$ cat src/logic/dram_pkg.sv
package dram_pkg;

  // command and data widths seen by the clients
  localparam int ADDR_W = 32;
  localparam int DATA_W = 144;
  localparam int BE_W   = 18;                       // one enable per byte of DATA_W

  // command queue between arbiter and store
  localparam int QUEUE_DEPTH = 8;
  localparam int QUEUE_PTR_W = $clog2(QUEUE_DEPTH);

  // owner history for reads in flight
  // queue entries plus store and response path, so it never overflows
  localparam int HIST_DEPTH = 16;
  localparam int HIST_PTR_W = $clog2(HIST_DEPTH);

  // behavioral store, 64 words
  localparam int STORE_AW = 6;

  // packed queue entry {addr, rnw, wr_data, wr_be}
  localparam int CMD_W = ADDR_W + 1 + DATA_W + BE_W;

  // one-hot arbiter states
  localparam logic [2:0] ARB0     = 3'b001;      // client 0 granted
  localparam logic [2:0] ARB1     = 3'b010;      // client 1 granted
  localparam logic [2:0] ARB_WAIT = 3'b100;      // gap after a grant or back-pressure

endpackage

$ cat src/logic/dram_cmd_queue.sv
`timescale 1ns/1ps

module dram_cmd_queue (
  input  logic                        clk,
  input  logic                        rst,
  input  logic [dram_pkg::ADDR_W-1:0] push_addr,
  input  logic                        push_rnw,
  input  logic [dram_pkg::DATA_W-1:0] push_wr_data,
  input  logic [dram_pkg::BE_W-1:0]   push_wr_be,
  input  logic                        push,
  output logic                        ready,
  output logic [dram_pkg::ADDR_W-1:0] head_addr,
  output logic                        head_rnw,
  output logic [dram_pkg::DATA_W-1:0] head_wr_data,
  output logic [dram_pkg::BE_W-1:0]   head_wr_be,
  output logic                        head_valid,
  input  logic                        pop
);

  import dram_pkg::*;

  logic [CMD_W-1:0]       entries [QUEUE_DEPTH];
  logic [QUEUE_PTR_W-1:0] wr_ptr;
  logic [QUEUE_PTR_W-1:0] rd_ptr;
  logic [QUEUE_PTR_W:0]   count;

  always_ff @(posedge clk) begin
    if (push) begin
      entries[wr_ptr] <= {push_addr, push_rnw, push_wr_data, push_wr_be};
    end
  end

  always_ff @(posedge clk) begin
    if (rst) begin
      wr_ptr <= '0;
      rd_ptr <= '0;
      count  <= '0;
    end else begin
      if (push) wr_ptr <= wr_ptr + 1'b1;
      if (pop)  rd_ptr <= rd_ptr + 1'b1;
      case ({push, pop})
        2'b10:   count <= count + 1'b1;
        2'b01:   count <= count - 1'b1;
        default: count <= count;
      endcase
    end
  end

  // one slot kept for the command issued while ready falls
  assign ready      = (count <= QUEUE_DEPTH - 2);
  assign head_valid = (count != '0);

  assign {head_addr, head_rnw, head_wr_data, head_wr_be} = entries[rd_ptr];

endmodule

$ cat config.mk
export PLATFORM = sky130hd
export DESIGN_NAME = dram_cmd_queue
export DESIGN_NICKNAME = d
export VERILOG_FILES = /design/src/logic/dram_pkg.sv /design/src/logic/dram_cmd_queue.sv
export SDC_FILE = /design/constraint.sdc
export NUM_CORES = 1
export LEC_CHECK = 0
export ABC_AREA = 1
export BUFFER_PORTS_ARGS = -buffer_cell sky130_fd_sc_hd__buf_2
export CAP_MARGIN = 30
export CORE_MARGIN = 5
export CORE_UTILIZATION = 32
export CTS_CLUSTER_SIZE = 14
export DETAILED_ROUTE_END_ITERATION = 7
export GPL_TIMING_DRIVEN = 0
export MAX_ROUTING_LAYER = met4
export PLACE_DENSITY = 0.57
export SYNTH_ARGS = -nofsm -noshare
export SYNTH_HDL_FRONTEND = slang
export SYNTH_SLANG_ARGS = --single-unit
$ cat constraint.sdc
create_clock -name clk -period 12.75 [get_ports clk]
set_input_delay 0.6375 -clock clk [delete_from_list [all_inputs] [get_ports clk]]
set_output_delay 0.6375 -clock clk [all_outputs]
set_load 0.01 [all_outputs]
==> impl_metrics.ini, run 1 <==
[place]
gp_congestion = 0.782
place_hpwl_microns = 115000
place_ws_ps = 8430
placed_cell_area_sq_mm = 0.0678
place.port_buffers = 395

[synthesis]
synth_top_area_share_pct = 76.7
mappedNetlistArea_sq_mm = 0.0611
synthTopCellsByArea = edfxtp_1 77%, o21ai_0 5.3%, nor2_1 4.9%
ys_seq_elements = 1573
syn_inst = 4469
syn_nets = 4673
syn-mean-instance-area_sq_um = 13.7
yosysUniqueCellTypes = 29
ys_warn_count = 0
yosysTopAreaCell = edfxtp_1
synth-seq-area-share_pct = 77.1

[critical_path]
end_kind = output pin
critPathMaxStageDelay_ps = 680
path_depth = 8
crit_family = buffers and inverters
cpMaxStageDelayCell = clkinv_1
start_kind = flip-flop
reg2reg_to = entries[7][124]$_DFFE_PP_
crit_arrival_ps = 4060
ff2ff_path_depth = 7
r2r-start = wr_ptr[0]$_SDFFE_PP0P_
ff2ff_setup_slack_ps = 10010
critPathBufInv = 6
crit_required_ps = 12110
crit_path_cell_trace = clkbuf_1 -> clkinv_1 -> clkbuf_2 -> buf_16 -> clkbuf_1 -> nand2_1 -> nand2_1 -> buf_2
worstSetupPathType = reg -> out
crit_fanout = 10

[power]
power_frac_clock_pct = 40.1
swShare_pct = 24.6
p_comb_share_pct = 10.4
p_total_uw = 11800
peakVddDrop_v = 0.000103
power_frac_seq_pct = 49.5
power.density_mw_per_mm2 = 161
p_int_uw = 8860
power_switching_uw = 2900
p_leak_uw = 0.0250

[floorplanning]
pin_count = 396
initial_core_util_pct = 32.2
core.rowCount = 160
die_h_microns = 447
die_w_microns = 447
dieArea_sq_mm = 0.200
coreArea_sq_mm = 0.190

[timing]
rsz0062_at_grt = false
fmax_mhz = 213
finClkSkew_ps = 31.9
min_period_ps = 4700
finalCritPeriodShare_pct = 36.9
hold_violations = 0
setup_viol = 0
setup_ws_ps = 8050
slew_violations = 0
worst_pin_slew_ps = 935
slew_headroom_pct = 37.5
hold_ws_ps = 103

[final_layout]
area_growth_pct = 19.7
stdcell_area_sq_mm = 0.0732
nFillCells = 17793
layout_commonest_cell = edfxtp_1
multi_input_comb_area_sq_mm = 0.0126
final-seq-area_sq_mm = 0.0471
drive_above_1_share_pct = 15.8
fin_nets = 5310
utilization_pct = 38.5
final_cell_mix = 1560 x edfxtp_1, 788 x nor2_1, 653 x o21ai_0

[hold_path]
hold_path_class = in -> reg
hp-start = rst
hold_depth = 4
min_to = count[2]$_SDFFE_PP0P_

[route]
vias = 38116
drt_pre_antenna_iters = 5
viasPerCell = 4.90
drc = 0
antenna_left = 0
wl_met2_microns = 86200
wire_per_inst_microns = 22.5
dr_wl_met3_microns = 10700
drt_iter0_markers = 3326
top_layer_used = met4
drt-met1-wl_microns = 73400
finalWirelength_microns = 175000

[global_routing]
grt_pass1_wl_microns = 251000
grt_max_degree = 30
grt_pass1_vias = 37273
grt.overflow.total = 0
grtUsageTotal_pct = 17.5
antenna_found_initial = 47

[clocking]
worstSkewPairLatency_ps = 810
cts_sinks = 1573
tritoncts = yes
cts_setup_buffers = 0
cts_root_buffer = clkbuf_16
cts-buffers-inserted = 168
htreeDepth = 4
ctsHoldBuffers = 0
clkTransAtPathRegs_ps = 60
cts.path.max_buffers = 3
ctsResizeCount = 0

[outcome]
outcome = finished, final reports clean

[flow_run]
maxCapViolCount = 0
==> Yosys cell counts (all sizes together) <==
| library cell | n |
|---|---|
| clkinv | 1 |
| edfxtp | 1560 |
| o22ai | 195 |
| nand3b | 1 |
| xnor2 | 3 |
| o21ai | 781 |
| nor3b | 1 |
| a21oi | 7 |
| nor2 | 796 |
| nand4 | 1 |
| ha | 5 |
| nand2 | 602 |
| buf | 136 |
| or2 | 1 |
| inv | 16 |
| o31ai | 1 |
| clkbuf | 146 |
| nor3 | 1 |
| a211oi | 3 |
| nand3 | 4 |
| dfxtp | 13 |
| mux2i | 195 |
==> per-layer routing <==
| metal | up-vias | GRT usage, % |
|---|---|---|
| met5 | - | - |
| li1 | 17652 | - |
| met1 | 18933 | 22.4 |
| met2 | 1234 | 28.7 |
| met3 | 297 | 3.13 |
| met4 | 0 | 5.40 |
==> metrics by stage <==
step                instances  setup TNS [ps]
floorplan                4469               0
global placement         7375        -7740790
detailed placement       7446               0
CTS                      7752               0
global route             7770               0
finish                   7776               0
==> worst register-to-register path, stage by stage, from the launching register on <==
cell and delay, ps:
dfxtp_1 370, nand2_1 250, nor2_4 620, buf_12 280, buf_12 240, buf_16 220
buf_16 210, buf_12 210
==> cell type report <==
class	count	area share [%]
antenna	23	0.0787
buffer	282	1.91
clock buffer	211	6.08
clock inverter	95	1.17
inverter	17	0.0872
multi-input combinational	2597	17.2
sequential	1573	64.4
tap	2511	4.29
timing repair buffer	467	4.78
==> worst max-delay path by stage <==
| stage | to | from |
|---|---|---|
| floorplan | entries[0][0]$_DFFE_PP_ | push |
| global placement | entries[0][102]$_DFFE_PP_ | push |
| detailed placement | head_wr_data[60] | flip-flop |
| CTS | head_wr_data[60] | flip-flop |
| global route | head_wr_data[60] | flip-flop |
| finish | head_wr_data[60] | flip-flop |
==> sequential cells by signal, indices dropped and copies added (netlist names), named ones only <==
register  cells
entries    1560
rd_ptr        3
wr_ptr        3
count         4
==> logic make-up after synthesis <==
logic type,count (synthesis),synth area share [%]
xor gates and xnor gates,3,0.0430
adders and majority gates,5,0.102
muxes,195,3.19
and+or+nand+nor,1407,8.68
buffers and inverters,299,2.38
DFF,1573,77.1
AOI/OAI and AO/OA,987,8.50
==> power by group through the flow <==
stage / Combinational [uW] / Sequential (uW) / Clock, uW
3_3_place_gp: 1200 / 6010 / 0
3_5_place_dp: 1240 / 5940 / 0
4_1_cts: 1250 / 5830 / 4810
6_report: 1220 / 5830 / 4710
2_1_floorplan: 640 / 5970 / 0
5_1_grt: 1350 / 5830 / 5020
(Power assumes the default switching activity.)
==> run 2, diff against run 1 <==
PLACE_DENSITY = 0.58   (was 0.57)
clock period = 4.2 ns   (was 12.75 ns; I/O delays follow)
==> run 2 against run 1 <==
Net effect:
- routed wire length is 0.63% higher
- hold slack better by 110 ps
- critical path depth fell by 2
- register-to-register slack worse by 8400 ps
==> impl_metrics.ini, run 2 (synthesized netlist as in run 1, its figures left out) <==
[clocking]
cts.path.max_buffers = 3
htreeDepth = 4
cts_sinks = 1573
clkTransAtPathRegs_ps = 60
cts-buffers-inserted = 167
tritoncts = yes
cts_root_buffer = clkbuf_16
cts_setup_buffers = 0
worstSkewPairLatency_ps = 800

[critical_path]
end_kind = output pin
critPathBufInv = 4
critPathMaxStageDelay_ps = 820
r2r-start = wr_ptr[0]$_SDFFE_PP0P_
start_kind = flip-flop
crit_arrival_ps = 3690
crit_fanout = 10
crit_family = buffers and inverters
reg2reg_to = entries[6][116]$_DFFE_PP_
ff2ff_setup_slack_ps = 1650
worstSetupPathType = reg -> out
cpMaxStageDelayCell = dfxtp_1
crit_path_cell_trace = clkinv_2 -> clkbuf_2 -> buf_1 -> nand2_1 -> nand2_1 -> buf_2
crit_required_ps = 3990
crit_top_cell = nand2_1
ff2ff_path_depth = 5

[timing]
setup_viol = 0
finClkSkew_ps = 26.3
hold_violations = 0
fmax_mhz = 257
finalCritPeriodShare_pct = 92.8
slew_headroom_pct = 29.4
hold_ws_ps = 210
rsz0062_at_grt = false
min_period_ps = 3900
worst_pin_slew_ps = 1060
slew_violations = 0
setup_ws_ps = 304

[power]
p_leak_uw = 0.0258
peakVddDrop_v = 0.000300
p_total_uw = 35800
power.density_mw_per_mm2 = 477

[place]
gp_congestion = 0.783
place.port_buffers = 395
place_hpwl_microns = 115000
place_ws_ps = 452
placed_cell_area_sq_mm = 0.0677

[route]
wire_per_inst_microns = 22.2
viasPerCell = 4.90
antenna_left = 0
drc = 0
drt_iter0_markers = 3602
drt_pre_antenna_iters = 6
vias = 39040
finalWirelength_microns = 176000

[flow_run]
maxCapViolCount = 0

[floorplanning]
coreArea_sq_mm = 0.190
die_w_microns = 447
die_h_microns = 447
pin_count = 396
core.rowCount = 160
initial_core_util_pct = 32.2
dieArea_sq_mm = 0.200

[final_layout]
largest_reg_flops = 1560
largest_register = entries
nFillCells = 17578
layout_commonest_cell = edfxtp_1
stdcell_area_sq_mm = 0.0750
largestRegisters = entries: 1560 flops, count: 4 flops
drive_above_1_share_pct = 15.2
utilization_pct = 39.5
fin_nets = 5503
final_cell_mix = 1560 x edfxtp_1, 788 x nor2_1, 653 x o21ai_0
area_growth_pct = 22.8

[global_routing]
grt_max_degree = 30
grt.overflow.total = 0
grt_pass1_vias = 38285
antenna_found_initial = 30
grtUsageTotal_pct = 17.7
grt_pass1_wl_microns = 254000

[hold_path]
min_to = entries[1][183]$_DFFE_PP_
hold_path_class = in -> reg
hp-start = push_addr[20]
hold_depth = 2

[outcome]
outcome = finished, final reports clean
run 2: cell count changes in the layout (fill, tap and decap cells not counted), sizes merged, moves of 2 or more:
cell and delta:
diode -9, buf -4, dlygate4sd3 +199, clkbuf -2
run 2: stage by stage:
step / setup TNS [ps] / instances
final: 0 / 7960
after global routing: 0 / 7959
after CTS: 0 / 7946
after detailed placement: 0 / 7443
after global placement: - / 7375
after floorplan: -3006110 / 4469
run 2: where the power goes:
part / leakage, uW / switching, uW / internal (uW)
logic: 0.00894 / 2640 / 1250
registers: 0.0143 / 69.2 / 17600
clock network: 0.00257 / 6090 / 8110
run 2: per-layer routing:
metal / share of wire [%] / GRT usage (%) / up-vias
li1: - / - / 18025
met1: 42 / 22.7 / 19325
met2: 49 / 28.7 / 1379
met3: 6.0 / 2.86 / 311
met4: 3.3 / 5.86 / 0
met5: 0 / - / -
run 2: final cells by class:
cell class | instances | area (sq um) | area share [%]
flip-flops and latches | 1573 | 47100 | 62.8
multi-input cells | 2597 | 12600 | 16.8
repair buffers | 662 | 5410 | 7.22
clock buffers | 210 | 4380 | 5.84
well taps | 2511 | 3140 | 4.19
plain buffers | 281 | 1400 | 1.86
clock inverters | 95 | 875 | 1.17
inverters | 17 | 65.1 | 0.0867
diodes | 14 | 35.0 | 0.0467
run 2: timing repair:
action                     in CTS  in global routing
hold endpoints to repair     1573                  0
setup endpoints to repair     152                  0
resized for setup               2                  0
hold buffers                  199                  0
run 2: worst max path at each step:
| stage | startpoint | endpoint | slack, ps | depth (start not counted) |
|---|---|---|---|---|
| after floorplan | wr_ptr[0]$_SDFFE_PP0P_ | entries[0][0]$_DFFE_PP_ | -2010 | 2 |
| after global placement | push | entries[0][106]$_DFFE_PP_ | -7390 | 4 |
| after detailed placement | flip-flop | head_wr_data[105] | 450 | 7 |
| after CTS | flip-flop | head_wr_data[105] | 130 | 6 |
| after global routing | flip-flop | head_wr_data[105] | 170 | 6 |
| final | flip-flop | head_wr_data[104] | 300 | 6 |
