<file path="config.mk">
export PLATFORM = sky130hd
export DESIGN_NAME = dram_arbiter
export DESIGN_NICKNAME = d
export VERILOG_FILES = /design/src/logic/dram_pkg.sv /design/src/logic/read_history_fifo.sv /design/src/logic/dram_arbiter.sv
export SDC_FILE = /design/constraint.sdc
export NUM_CORES = 1
export LEC_CHECK = 0
export ABC_AREA = 1
export BUFFER_PORTS_ARGS = -buffer_cell sky130_fd_sc_hd__buf_4
export CORE_AREA = 2 2 396 398
export DETAILED_ROUTE_END_ITERATION = 10
export DIE_AREA = 0 0 398 400
export GPL_ROUTABILITY_DRIVEN = 0
export PLACE_DENSITY = 0.3
export SYNTH_ARGS = -nofsm -noshare
export SYNTH_HDL_FRONTEND = slang
export SYNTH_SLANG_ARGS = --single-unit
</file>
<file path="constraint.sdc">
create_clock -name clk -period 4.3 [get_ports clk]
set_input_delay 0.43 -clock clk [delete_from_list [all_inputs] [get_ports clk]]
set_output_delay 0.43 -clock clk [all_outputs]
set_load 0.03 [all_outputs]
</file>
<file path="src/logic/dram_pkg.sv">
package dram_pkg;

  // command and data widths seen by the clients
  localparam int ADDR_W = 32;
  localparam int DATA_W = 144;
  localparam int BE_W   = 18;                       // one enable per byte of DATA_W

  // command queue between arbiter and store
  localparam int QUEUE_DEPTH = 8;
  localparam int QUEUE_PTR_W = $clog2(QUEUE_DEPTH);

  // owner history for reads in flight
  // queue entries plus store and response path, so it never overflows
  localparam int HIST_DEPTH = 16;
  localparam int HIST_PTR_W = $clog2(HIST_DEPTH);

  // behavioral store, 64 words
  localparam int STORE_AW = 6;

  // packed queue entry {addr, rnw, wr_data, wr_be}
  localparam int CMD_W = ADDR_W + 1 + DATA_W + BE_W;

  // one-hot arbiter states
  localparam logic [2:0] ARB0     = 3'b001;      // client 0 granted
  localparam logic [2:0] ARB1     = 3'b010;      // client 1 granted
  localparam logic [2:0] ARB_WAIT = 3'b100;      // gap after a grant or back-pressure

endpackage

</file>
<file path="src/logic/read_history_fifo.sv">
`timescale 1ns/1ps

module read_history_fifo (
  input  logic clk,
  input  logic rst,
  input  logic wr_data,
  input  logic wr_en,
  input  logic rd_en,
  output logic rd_data
);

  import dram_pkg::*;

  logic                  bits [HIST_DEPTH];
  logic [HIST_PTR_W-1:0] wr_ptr;
  logic [HIST_PTR_W-1:0] rd_ptr;

  always_ff @(posedge clk) begin
    if (wr_en) begin
      bits[wr_ptr] <= wr_data;
    end
  end

  // pointers wrap on their own, depth is a power of two
  always_ff @(posedge clk) begin
    if (rst) begin
      wr_ptr <= '0;
      rd_ptr <= '0;
    end else begin
      if (wr_en) begin
        wr_ptr <= wr_ptr + 1'b1;
      end
      if (rd_en) begin
        rd_ptr <= rd_ptr + 1'b1;
      end
    end
  end

  assign rd_data = bits[rd_ptr];                  // show-ahead, oldest entry

endmodule

</file>
<file path="src/logic/dram_arbiter.sv">
`timescale 1ns/1ps

module dram_arbiter (
  input  logic                        clk,
  input  logic                        rst,

  input  logic [dram_pkg::ADDR_W-1:0] client0_cmd_addr,
  input  logic                        client0_cmd_rnw,
  input  logic                        client0_cmd_valid,
  input  logic [dram_pkg::DATA_W-1:0] client0_wr_data,
  input  logic [dram_pkg::BE_W-1:0]   client0_wr_be,
  output logic [dram_pkg::DATA_W-1:0] client0_rd_data,
  output logic                        client0_rd_valid,
  output logic                        client0_ack,

  input  logic [dram_pkg::ADDR_W-1:0] client1_cmd_addr,
  input  logic                        client1_cmd_rnw,
  input  logic                        client1_cmd_valid,
  input  logic [dram_pkg::DATA_W-1:0] client1_wr_data,
  input  logic [dram_pkg::BE_W-1:0]   client1_wr_be,
  output logic [dram_pkg::DATA_W-1:0] client1_rd_data,
  output logic                        client1_rd_valid,
  output logic                        client1_ack,

  output logic [dram_pkg::ADDR_W-1:0] arb_cmd_addr,
  output logic                        arb_cmd_rnw,
  output logic                        arb_cmd_valid,
  output logic [dram_pkg::DATA_W-1:0] arb_wr_data,
  output logic [dram_pkg::BE_W-1:0]   arb_wr_be,
  input  logic                        queue_ready,
  input  logic [dram_pkg::DATA_W-1:0] mem_rd_data,
  input  logic                        mem_rd_valid
);

  import dram_pkg::*;

  logic [2:0] arb_state;
  logic       last_c1;                            // client 1 issued the last command
  logic       first_beat;                         // next mem_rd_valid is beat 0
  logic       hist_head;                          // owner of the oldest read, 1 = client 0
  logic       owner_q;                            // owner held for beat 1
  logic       hist_pop;
  logic       rd_to_c0;

  // grant machine
  always_ff @(posedge clk) begin
    if (rst) begin
      arb_state <= ARB0;
    end else begin
      unique case (arb_state)
        ARB0: begin
          if (!queue_ready || client0_cmd_valid) begin
            arb_state <= ARB_WAIT;
          end else if (client1_cmd_valid) begin
            arb_state <= ARB1;
          end
        end
        ARB1: begin
          if (!queue_ready || client1_cmd_valid) begin
            arb_state <= ARB_WAIT;
          end else if (client0_cmd_valid) begin
            arb_state <= ARB0;
          end
        end
        ARB_WAIT: begin
          if (queue_ready) begin
            case ({client1_cmd_valid, client0_cmd_valid})
              2'b10:   arb_state <= ARB1;
              2'b11:   arb_state <= last_c1 ? ARB0 : ARB1;   // the other client goes next
              default: arb_state <= ARB0;
            endcase
          end
        end
        default: arb_state <= ARB0;
      endcase
    end
  end

  always_ff @(posedge clk) begin
    if (rst) begin
      last_c1 <= 1'b0;
    end else if (arb_cmd_valid) begin
      last_c1 <= client1_ack;
    end
  end

  assign client0_ack = (arb_state == ARB0);
  assign client1_ack = (arb_state == ARB1);

  // command mux, issued in the grant cycle
  assign arb_cmd_valid = (client0_ack && client0_cmd_valid) || (client1_ack && client1_cmd_valid);
  assign arb_cmd_addr  = client0_ack ? client0_cmd_addr : client1_cmd_addr;
  assign arb_cmd_rnw   = client0_ack ? client0_cmd_rnw  : client1_cmd_rnw;
  assign arb_wr_data   = client0_ack ? client0_wr_data  : client1_wr_data;
  assign arb_wr_be     = client0_ack ? client0_wr_be    : client1_wr_be;

  // responses come in pairs, toggle marks beat 0
  always_ff @(posedge clk) begin
    if (rst) begin
      first_beat <= 1'b1;
    end else if (mem_rd_valid) begin
      first_beat <= !first_beat;
    end
  end

  assign hist_pop = mem_rd_valid && first_beat;

  always_ff @(posedge clk) begin
    if (hist_pop) begin
      owner_q <= hist_head;                       // head moves on after the pop
    end
  end

  read_history_fifo u_history (
    .clk     (clk),
    .rst     (rst),
    .wr_data (client0_ack),
    .wr_en   (arb_cmd_valid && arb_cmd_rnw),      // only reads produce responses
    .rd_en   (hist_pop),
    .rd_data (hist_head)
  );

  assign rd_to_c0 = first_beat ? hist_head : owner_q;

  assign client0_rd_data  = mem_rd_data;
  assign client1_rd_data  = mem_rd_data;
  assign client0_rd_valid = mem_rd_valid && rd_to_c0;
  assign client1_rd_valid = mem_rd_valid && !rd_to_c0;

endmodule

</file>
==> results of run 1 <==
-- placed cells by master, fill, tap and decap left out, drive strengths merged --
cell      Yosys  routed
nor2         24      24
ha            5       5
inv          29      29
edfxtp       17      17
clkinvlp      0       1
o21ai         8       8
nand4         1       1
nor3          4       4
a21oi         9       9
nand3        15      15
bufinv        0       1
a221oi        1       1
o211ai        1       1
xor2          2       2
dfxtp        17      17
nand2       638     638
clkbuf       10       6
or2           1       1
buf         322     602
diode         0      14
-- metrics by stage --
stage               utilization  hold slack, ns  power, mW
finish                   0.0717           0.360       4.32
global route             0.0716           0.368       4.62
CTS                      0.0714           0.359       4.43
detailed placement       0.0704           0.447       4.00
global placement         0.0704           0.437       4.01
floorplan                     -           0.412       2.76
-- path summary, 6_finish.rpt --
kind                            end                start  slack, ns  depth (start not counted)
hold / removal              last_c1    client0_cmd_valid       0.36                          2
setup / recovery   arb_wr_data[138]         arb_state[2]       1.44                          6
setup reg to reg  u_history.bits[7]         arb_state[0]       1.85                          9
hold reg to reg           flip-flop  u_history.rd_ptr[3]       0.45                          1
-- worst max-delay path, cell delays in order (launching register included) --
cell and delay (ns):
dfxtp_1 0.35, inv_2 0.06, nand3_4 0.28, buf_4 0.64, nand2_1 0.36, nand2_1 0.18, buf_4 0.17
-- layer usage --
layer	part of all wire	up-vias
li1	-	3595
met1	0.37	3414
met2	0.41	818
met3	0.19	97
met4	0.022	16
met5	0.0062	-
-- cell type report --
type,instances,area [sq um],area share
flip-flops and latches,34,851,0.0765
clock buffers,6,129,0.0116
repair buffers,602,4540,0.409
well taps,2058,2570,0.232
multi-input cells,709,2820,0.254
inverters,29,121,0.0109
diodes,14,35.0,0.00315
clock inverters,2,37.5,0.00338
-- cell families (layout without fill, tap and decap cells) --
group / count (synthesis) / after routing / share of synthesized area
simple gates: 683 / 683 / 0.426
flops: 34 / 34 / 0.138
other cells: 0 / 14 / 0
buf+inv: 361 / 639 / 0.404
xor+xnor: 2 / 2 / 0.00285
compound gates: 19 / 19 / 0.0183
fa+ha+maj: 5 / 5 / 0.0102
-- power by group --
part / total, mW / switching, mW / internal (mW)
sequential: 0.382 / 0.0138 / 0.368
clock: 0.407 / 0.134 / 0.273
combinational: 3.53 / 2.41 / 1.12
total: 4.32 / 2.56 / 1.76
==> results by group, run 1 <==
Outcome
  – Status: finished clean

Clocking
  – CTS tree: built
  – Clk_lat worst skew: 0.28 ns
  – Hold-fix buffers, CTS: 0
  – Clock sinks: 34
  – Post-CTS Resized: 0
  – Worst-case clock buffer depth: 2
  – Clock transition at the registers of the reported paths: 0.05 ns
  – CTS Root Cell: clkbuf_16
  – Cts bufs inserted: 5
  – # H-tree levels: 2
  – Setup bufs post-CTS: 0

Yosys
  – Mapped Area: 6150 sq um
  – Cell variety after synth: 26
  – Synth warn: 0
  – Post-synth top area cell: nand2_1
  – Seq cells post-synth: 34
  – Share of the synthesized area in the top cell type: 0.386
  – Post-synth EDFFs: 17
  – Top cells by count, synth: nand2_1, buf_4, buf_2
  – Synth top area cells: nand2_1, buf_4, edfxtp_1
  – Gate Count Post-Synth: 1104
  – Async SR Flop Fraction: 0
  – Syn nets: 1649
  – Most common cell in the synthesized netlist: nand2_1
  – Sequential fraction of the synthesis area: 0.138
  – Ys flop type: edfxtp_1
  – Synthesized area per cell: 5.57 sq um

Routing
  – Iter 0 DRT Violations: 504
  – Antenna viol nets, final: 0
  – DR DRC count: 0
  – Vias/cell: 2.30
  – Iteration count of the initial detailed-routing pass: 4
  – WL final: 77000 um
  – Via Count: 7940
  – Routed WL per cell: 22.3 um

STA
  – Fin. Hold Viols: 0
  – Final worst slack: 1.44 ns
  – Final Skew: 0.00561 ns
  – Final setup viols: 0
  – Slew margin rel.: 0.416
  – RSZ-0062 raised after global routing: no
  – Tmin final: 2.86 ns
  – Period utilization: 0.665
  – Max Transition Viols Final: 0
  – Slew @ Worst Pin: 0.876 ns
  – Final setup TNS: 0 ns
  – F_max: 350 MHz

Global routing
  – Met3 usage: 0.0885
  – Busiest layer in global routing: met2
  – First-pass GRT wire length: 90500 um
  – Total track usage: 0.0897
  – Met1 layer usage reported by global route: 0.0897
  – Antenna violations before repair: 50
  – Vias in the first global route: 7675
  – GR met2 Demand/Resource: 0.129
  – Largest net degree at the start of global routing: 117
  – Gr ovfl total: 0

Worst setup path
  – Arr. time, crit path: 2.43 ns
  – Endpoint type of the worst setup path: output pin
  – CP Data Required Time: 3.87 ns
  – Critical path class: flip-flop to output pin
  – Crit path launch type: flip-flop
  – Worst Path Max Fanout: 65

Floorplan
  – Die ar.: 159000 sq um
  – Width of the die: 398 um
  – Initial cell density of the core: 0.0397
  – Row cnt: 145
  – Num ports: 1028
  – Die height: 400 um
  – Area of the core: 155000 sq um

Finish
  – P&R area growth vs syn: 80.7%
  – Share of layout cells above drive strength 1: 0.452
  – Final Non-Filler Cells: 3454
  – Final Instance Area: 11100 sq um
  – Nets: 1926
  – Filler cells: 18500

Power and ir drop
  – Total power divided by cell area: 389 nW/um^2
  – Max IR drop VDD: 194 uV
  – P_leak: 5.39 nW

Placed design
  – Pre-CTS setup slack: 1.59 ns
  – Number of I/O port buffers: 595
  – Final HPWL DP: 69200 um
  – Placed insts: 3432
  – Area of placed instances: 10900 sq um

Hold path
  – HP Class: input pin to flip-flop

Job
  – Max Cap Violations: 0
(Power assumes the default switching activity.)
==> run 2: changes to the inputs <==
--- a/config.mk
+++ b/config.mk
@@ -5,11 +5,11 @@
 export SDC_FILE = /design/constraint.sdc
 export NUM_CORES = 1
 export LEC_CHECK = 0
-export ABC_AREA = 1
+export ABC_AREA = 0
 export BUFFER_PORTS_ARGS = -buffer_cell sky130_fd_sc_hd__buf_4
-export CORE_AREA = 2 2 396 398
+export CORE_AREA = 2 2 399 401
 export DETAILED_ROUTE_END_ITERATION = 10
-export DIE_AREA = 0 0 398 400
+export DIE_AREA = 0 0 401 403
 export GPL_ROUTABILITY_DRIVEN = 0
 export PLACE_DENSITY = 0.3
 export SYNTH_ARGS = -nofsm -noshare
==> constraint.sdc (replaced) <==
create_clock -name clk -period 3 [get_ports clk]
set_input_delay 0.3 -clock clk [delete_from_list [all_inputs] [get_ports clk]]
set_output_delay 0.3 -clock clk [all_outputs]
set_load 0.03 [all_outputs]
==> run 2 against run 1 <==
Compared with the run above:
- combinational power grew to 2.6 times the previous value
- clock skew shrank 0.0026 ns
- global-route usage grew 0.36 points
- register-to-register slack lost 1.1 ns
- clock power grew 34%
- count of clock-buffer cells in the layout is the same
- hold slack lost 0.083 ns
- sequential share of layout area shrank 0.098 points
- setup slack lost 1.3 ns
- largest power group unchanged
- cell area grew 1.3%
- die area grew 1.5%
- synthesized area grew 1.5%
==> results by group, run 2 <==
Yosys
  – Most common cell in the synthesized netlist: buf_4 (was nand2_1)
  – Syn nets: 1213 (was 1649)
  – Post-synth EDFFs: 17 (unchanged)
  – Gate Count Post-Synth: 668 (was 1104)
  – Synth top area cells: mux2_2, buf_4, edfxtp_1 (was nand2_1, buf_4, edfxtp_1)
  – Top cells by count, synth: buf_4, mux2_2, dfxtp_1, edfxtp_1, and2_1 (was nand2_1, buf_4, buf_2)
  – Async SR Flop Fraction: 0 (unchanged)
  – Post-synth top area cell: mux2_2 (was nand2_1)
  – Mapped Area: 6240 sq um (was 6150 sq um)
  – Cell variety after synth: 42 (was 26)
  – Share of the synthesized area in the top cell type: 0.353 (was 0.386)
  – Seq cells post-synth: 34 (unchanged)
  – Synth warn: 0 (unchanged)
  – Synthesized area per cell: 9.35 sq um (was 5.57 sq um)
  – Ys flop type: edfxtp_1 (unchanged)
  – Sequential fraction of the synthesis area: 0.136 (was 0.138)

Finish
  – Storage element area: 851 sq um (unchanged)
  – Nets: 1513 (was 1926)
  – Multi-input logic area: 2980 sq um (was 2820 sq um)
  – Commonest non-fill, non-tap cell in the layout: buf_4 (was nand2_1)
  – P&R area growth vs syn: 80.3% (was 80.7%)
  – Final Non-Filler Cells: 3045 (was 3454)
  – Most frequent cells in the layout: buf_4, mux2_2, dfxtp_1, edfxtp_1, and2_1 (was nand2_1, buf_4, nor2_1)
  – Filler cells: 18600 (was 18500)
  – Share of layout cells above drive strength 1: 0.846 (was 0.452)

Worst setup path
  – CP Data Required Time: 2.70 ns (was 3.87 ns)
  – Worst Path Max Fanout: 34 (was 65)
  – Endpoint type of the worst setup path: output pin (unchanged)
  – Crit path launch type: flip-flop (unchanged)
  – Arr. time, crit path: 2.53 ns (was 2.43 ns)
  – Critical path class: flip-flop to output pin (unchanged)

Clocking
  – Clock sinks: 34 (unchanged)
  – Clk_lat worst skew: 0.28 ns (about the same)
  – Setup bufs post-CTS: 0 (unchanged)
  – CTS Root Cell: clkbuf_16 (unchanged)
  – # H-tree levels: 2 (unchanged)
  – CTS tree: built (unchanged)
  – Hold-fix buffers, CTS: 0 (unchanged)
  – Cts bufs inserted: 5 (unchanged)
  – Post-CTS Resized: 0 (unchanged)
  – Clock transition at the registers of the reported paths: 0.05 ns (about the same)
  – Worst-case clock buffer depth: 2 (unchanged)

Power and ir drop
  – Max IR drop VDD: 412 uV (was 194 uV)
  – Total power divided by cell area: 911 nW/um^2 (was 389 nW/um^2)
  – Power, Total: 10.3 mW (was 4.32 mW)
  – P_leak: 4.39 nW (was 5.39 nW)

Placed design
  – Number of I/O port buffers: 595 (unchanged)
  – Placed insts: 3033 (was 3432)
  – Final HPWL DP: 75500 um (was 69200 um)
  – Pre-CTS setup slack: 0.441 ns (was 1.59 ns)

Hold path
  – HP Class: input pin to flip-flop (unchanged)

Floorplan
  – Area of the core: 157000 sq um (was 155000 sq um)
  – Row cnt: 146 (was 145)
  – Die height: 403 um (was 400 um)
  – Width of the die: 401 um (was 398 um)
  – Initial cell density of the core: 0.0397 (about the same)
  – Die ar.: 162000 sq um (was 159000 sq um)
  – Num ports: 1028 (unchanged)

Global routing
  – Met1 layer usage reported by global route: 0.0927 (was 0.0897)
  – Largest net degree at the start of global routing: 35 (was 117)
  – GR met2 Demand/Resource: 0.138 (was 0.129)
  – First-pass GRT wire length: 92700 um (was 90500 um)
  – Antenna violations before repair: 41 (was 50)
  – Met3 usage: 0.0989 (was 0.0885)
  – Vias in the first global route: 6301 (was 7675)
  – Gr ovfl total: 0 (unchanged)
  – Busiest layer in global routing: met2 (unchanged)
  – Total track usage: 0.0933 (was 0.0897)

STA
  – Final setup viols: 0 (unchanged)
  – Tmin final: 2.83 ns
  – Period utilization: 0.945
  – RSZ-0062 raised after global routing: no (unchanged)
  – Hold_ws: 0.277 ns (was 0.360 ns)
  – Slew @ Worst Pin: 1.10 ns (was 0.876 ns)
  – Final worst slack: 0.166 ns (was 1.44 ns)
  – F_max: 353 MHz
  – Slew margin rel.: 0.268 (was 0.416)
  – Final setup TNS: 0 ns (unchanged)
  – Max Transition Viols Final: 0 (unchanged)
  – Fin. Hold Viols: 0 (unchanged)
  – Final Skew: 0.00296 ns (was 0.00561 ns)

Routing
  – Via Count: 6174 (was 7940)
  – Iteration count of the initial detailed-routing pass: 4 (unchanged)
  – Iter 0 DRT Violations: 212 (was 504)
  – Routed WL per cell: 26.3 um (was 22.3 um)
  – Vias/cell: 2.03 (was 2.30)
  – Antenna viol nets, final: 0 (unchanged)
  – DR DRC count: 0 (unchanged)
  – WL final: 79900 um (was 77000 um)

Job
  – Max Cap Violations: 0 (unchanged)

Outcome
  – Status: finished clean (unchanged)
-- run 2: changes by cell type after synthesis, moves of 9 or more --
cell,change
buf_6,+12
nand3_1,-12
nand2_1,-625
mux2_2,+196
nor2_1,-12
mux2i_1,+9
buf_2,-21
inv_1,-16
and2_1,+13
-- run 2: per-stage QoR --
| stage | util | instance area [sq um] |
|---|---|---|
| floorplan | - | 6240 |
| global placement | 0.0704 | 11100 |
| detailed placement | 0.0704 | 11100 |
| CTS | 0.0714 | 11200 |
| global route | 0.0714 | 11200 |
| finish | 0.0715 | 11300 |
-- run 2: final timing paths --
check,slack (ns),endpoint,depth (start not counted),start
worst max-delay path,0.17,arb_wr_data[5],5,arb_state[0]
worst min-delay path,0.28,last_c1,2,client0_cmd_valid
worst max register to register,0.71,u_history.bits[4],4,arb_state[1]
worst min register to register,0.55,u_history.rd_ptr[3],2,u_history.rd_ptr[3]
-- run 2: metal layers --
metal / vias to the layer above / part of all wire
met4: 14 / 0.012
met2: 708 / 0.42
met1: 2759 / 0.34
li1: 2602 / -
met5: - / 0.0012
met3: 91 / 0.22
-- run 2: worst max-delay path, stage by stage, from the launching register on --
cell,delay (ns)
dfxtp_1,0.53
nor3b_4,0.35
buf_12,0.25
buf_12,0.27
mux2_2,0.47
buf_4,0.22
-- run 2: kinds of logic (layout without fill, tap and decap cells) --
kind of cell | count (synthesis) | after routing | synth area share
AO/OA/AOI/OAI | 30 | 30 | 0.0315
XOR/XNOR | 4 | 4 | 0.00561
adder cells (fa/ha/maj) | 5 | 5 | 0.0100
buffers and inverters | 326 | 627 | 0.388
flip-flops | 34 | 34 | 0.136
multiplexers | 205 | 205 | 0.368
other | 0 | 4 | 0
AND/OR/NAND/NOR | 64 | 64 | 0.0605
-- run 2: where the power goes --
part           internal (mW)  switching [mW]  leakage [nW]
registers              0.578          0.0681         0.292
logic                   3.73            5.33          4.02
clock network          0.355           0.189        0.0818
total                   4.67            5.59          4.39
-- run 2: final cells by class --
| type | count | area share |
|---|---|---|
| antenna | 4 | 0.000889 |
| clock buffer | 6 | 0.0133 |
| tap | 2072 | 0.230 |
| sequential | 34 | 0.0756 |
| clock inverter | 2 | 0.000889 |
| timing repair buffer | 612 | 0.412 |
| multi-input combinational | 308 | 0.264 |
| inverter | 7 | 0.00233 |
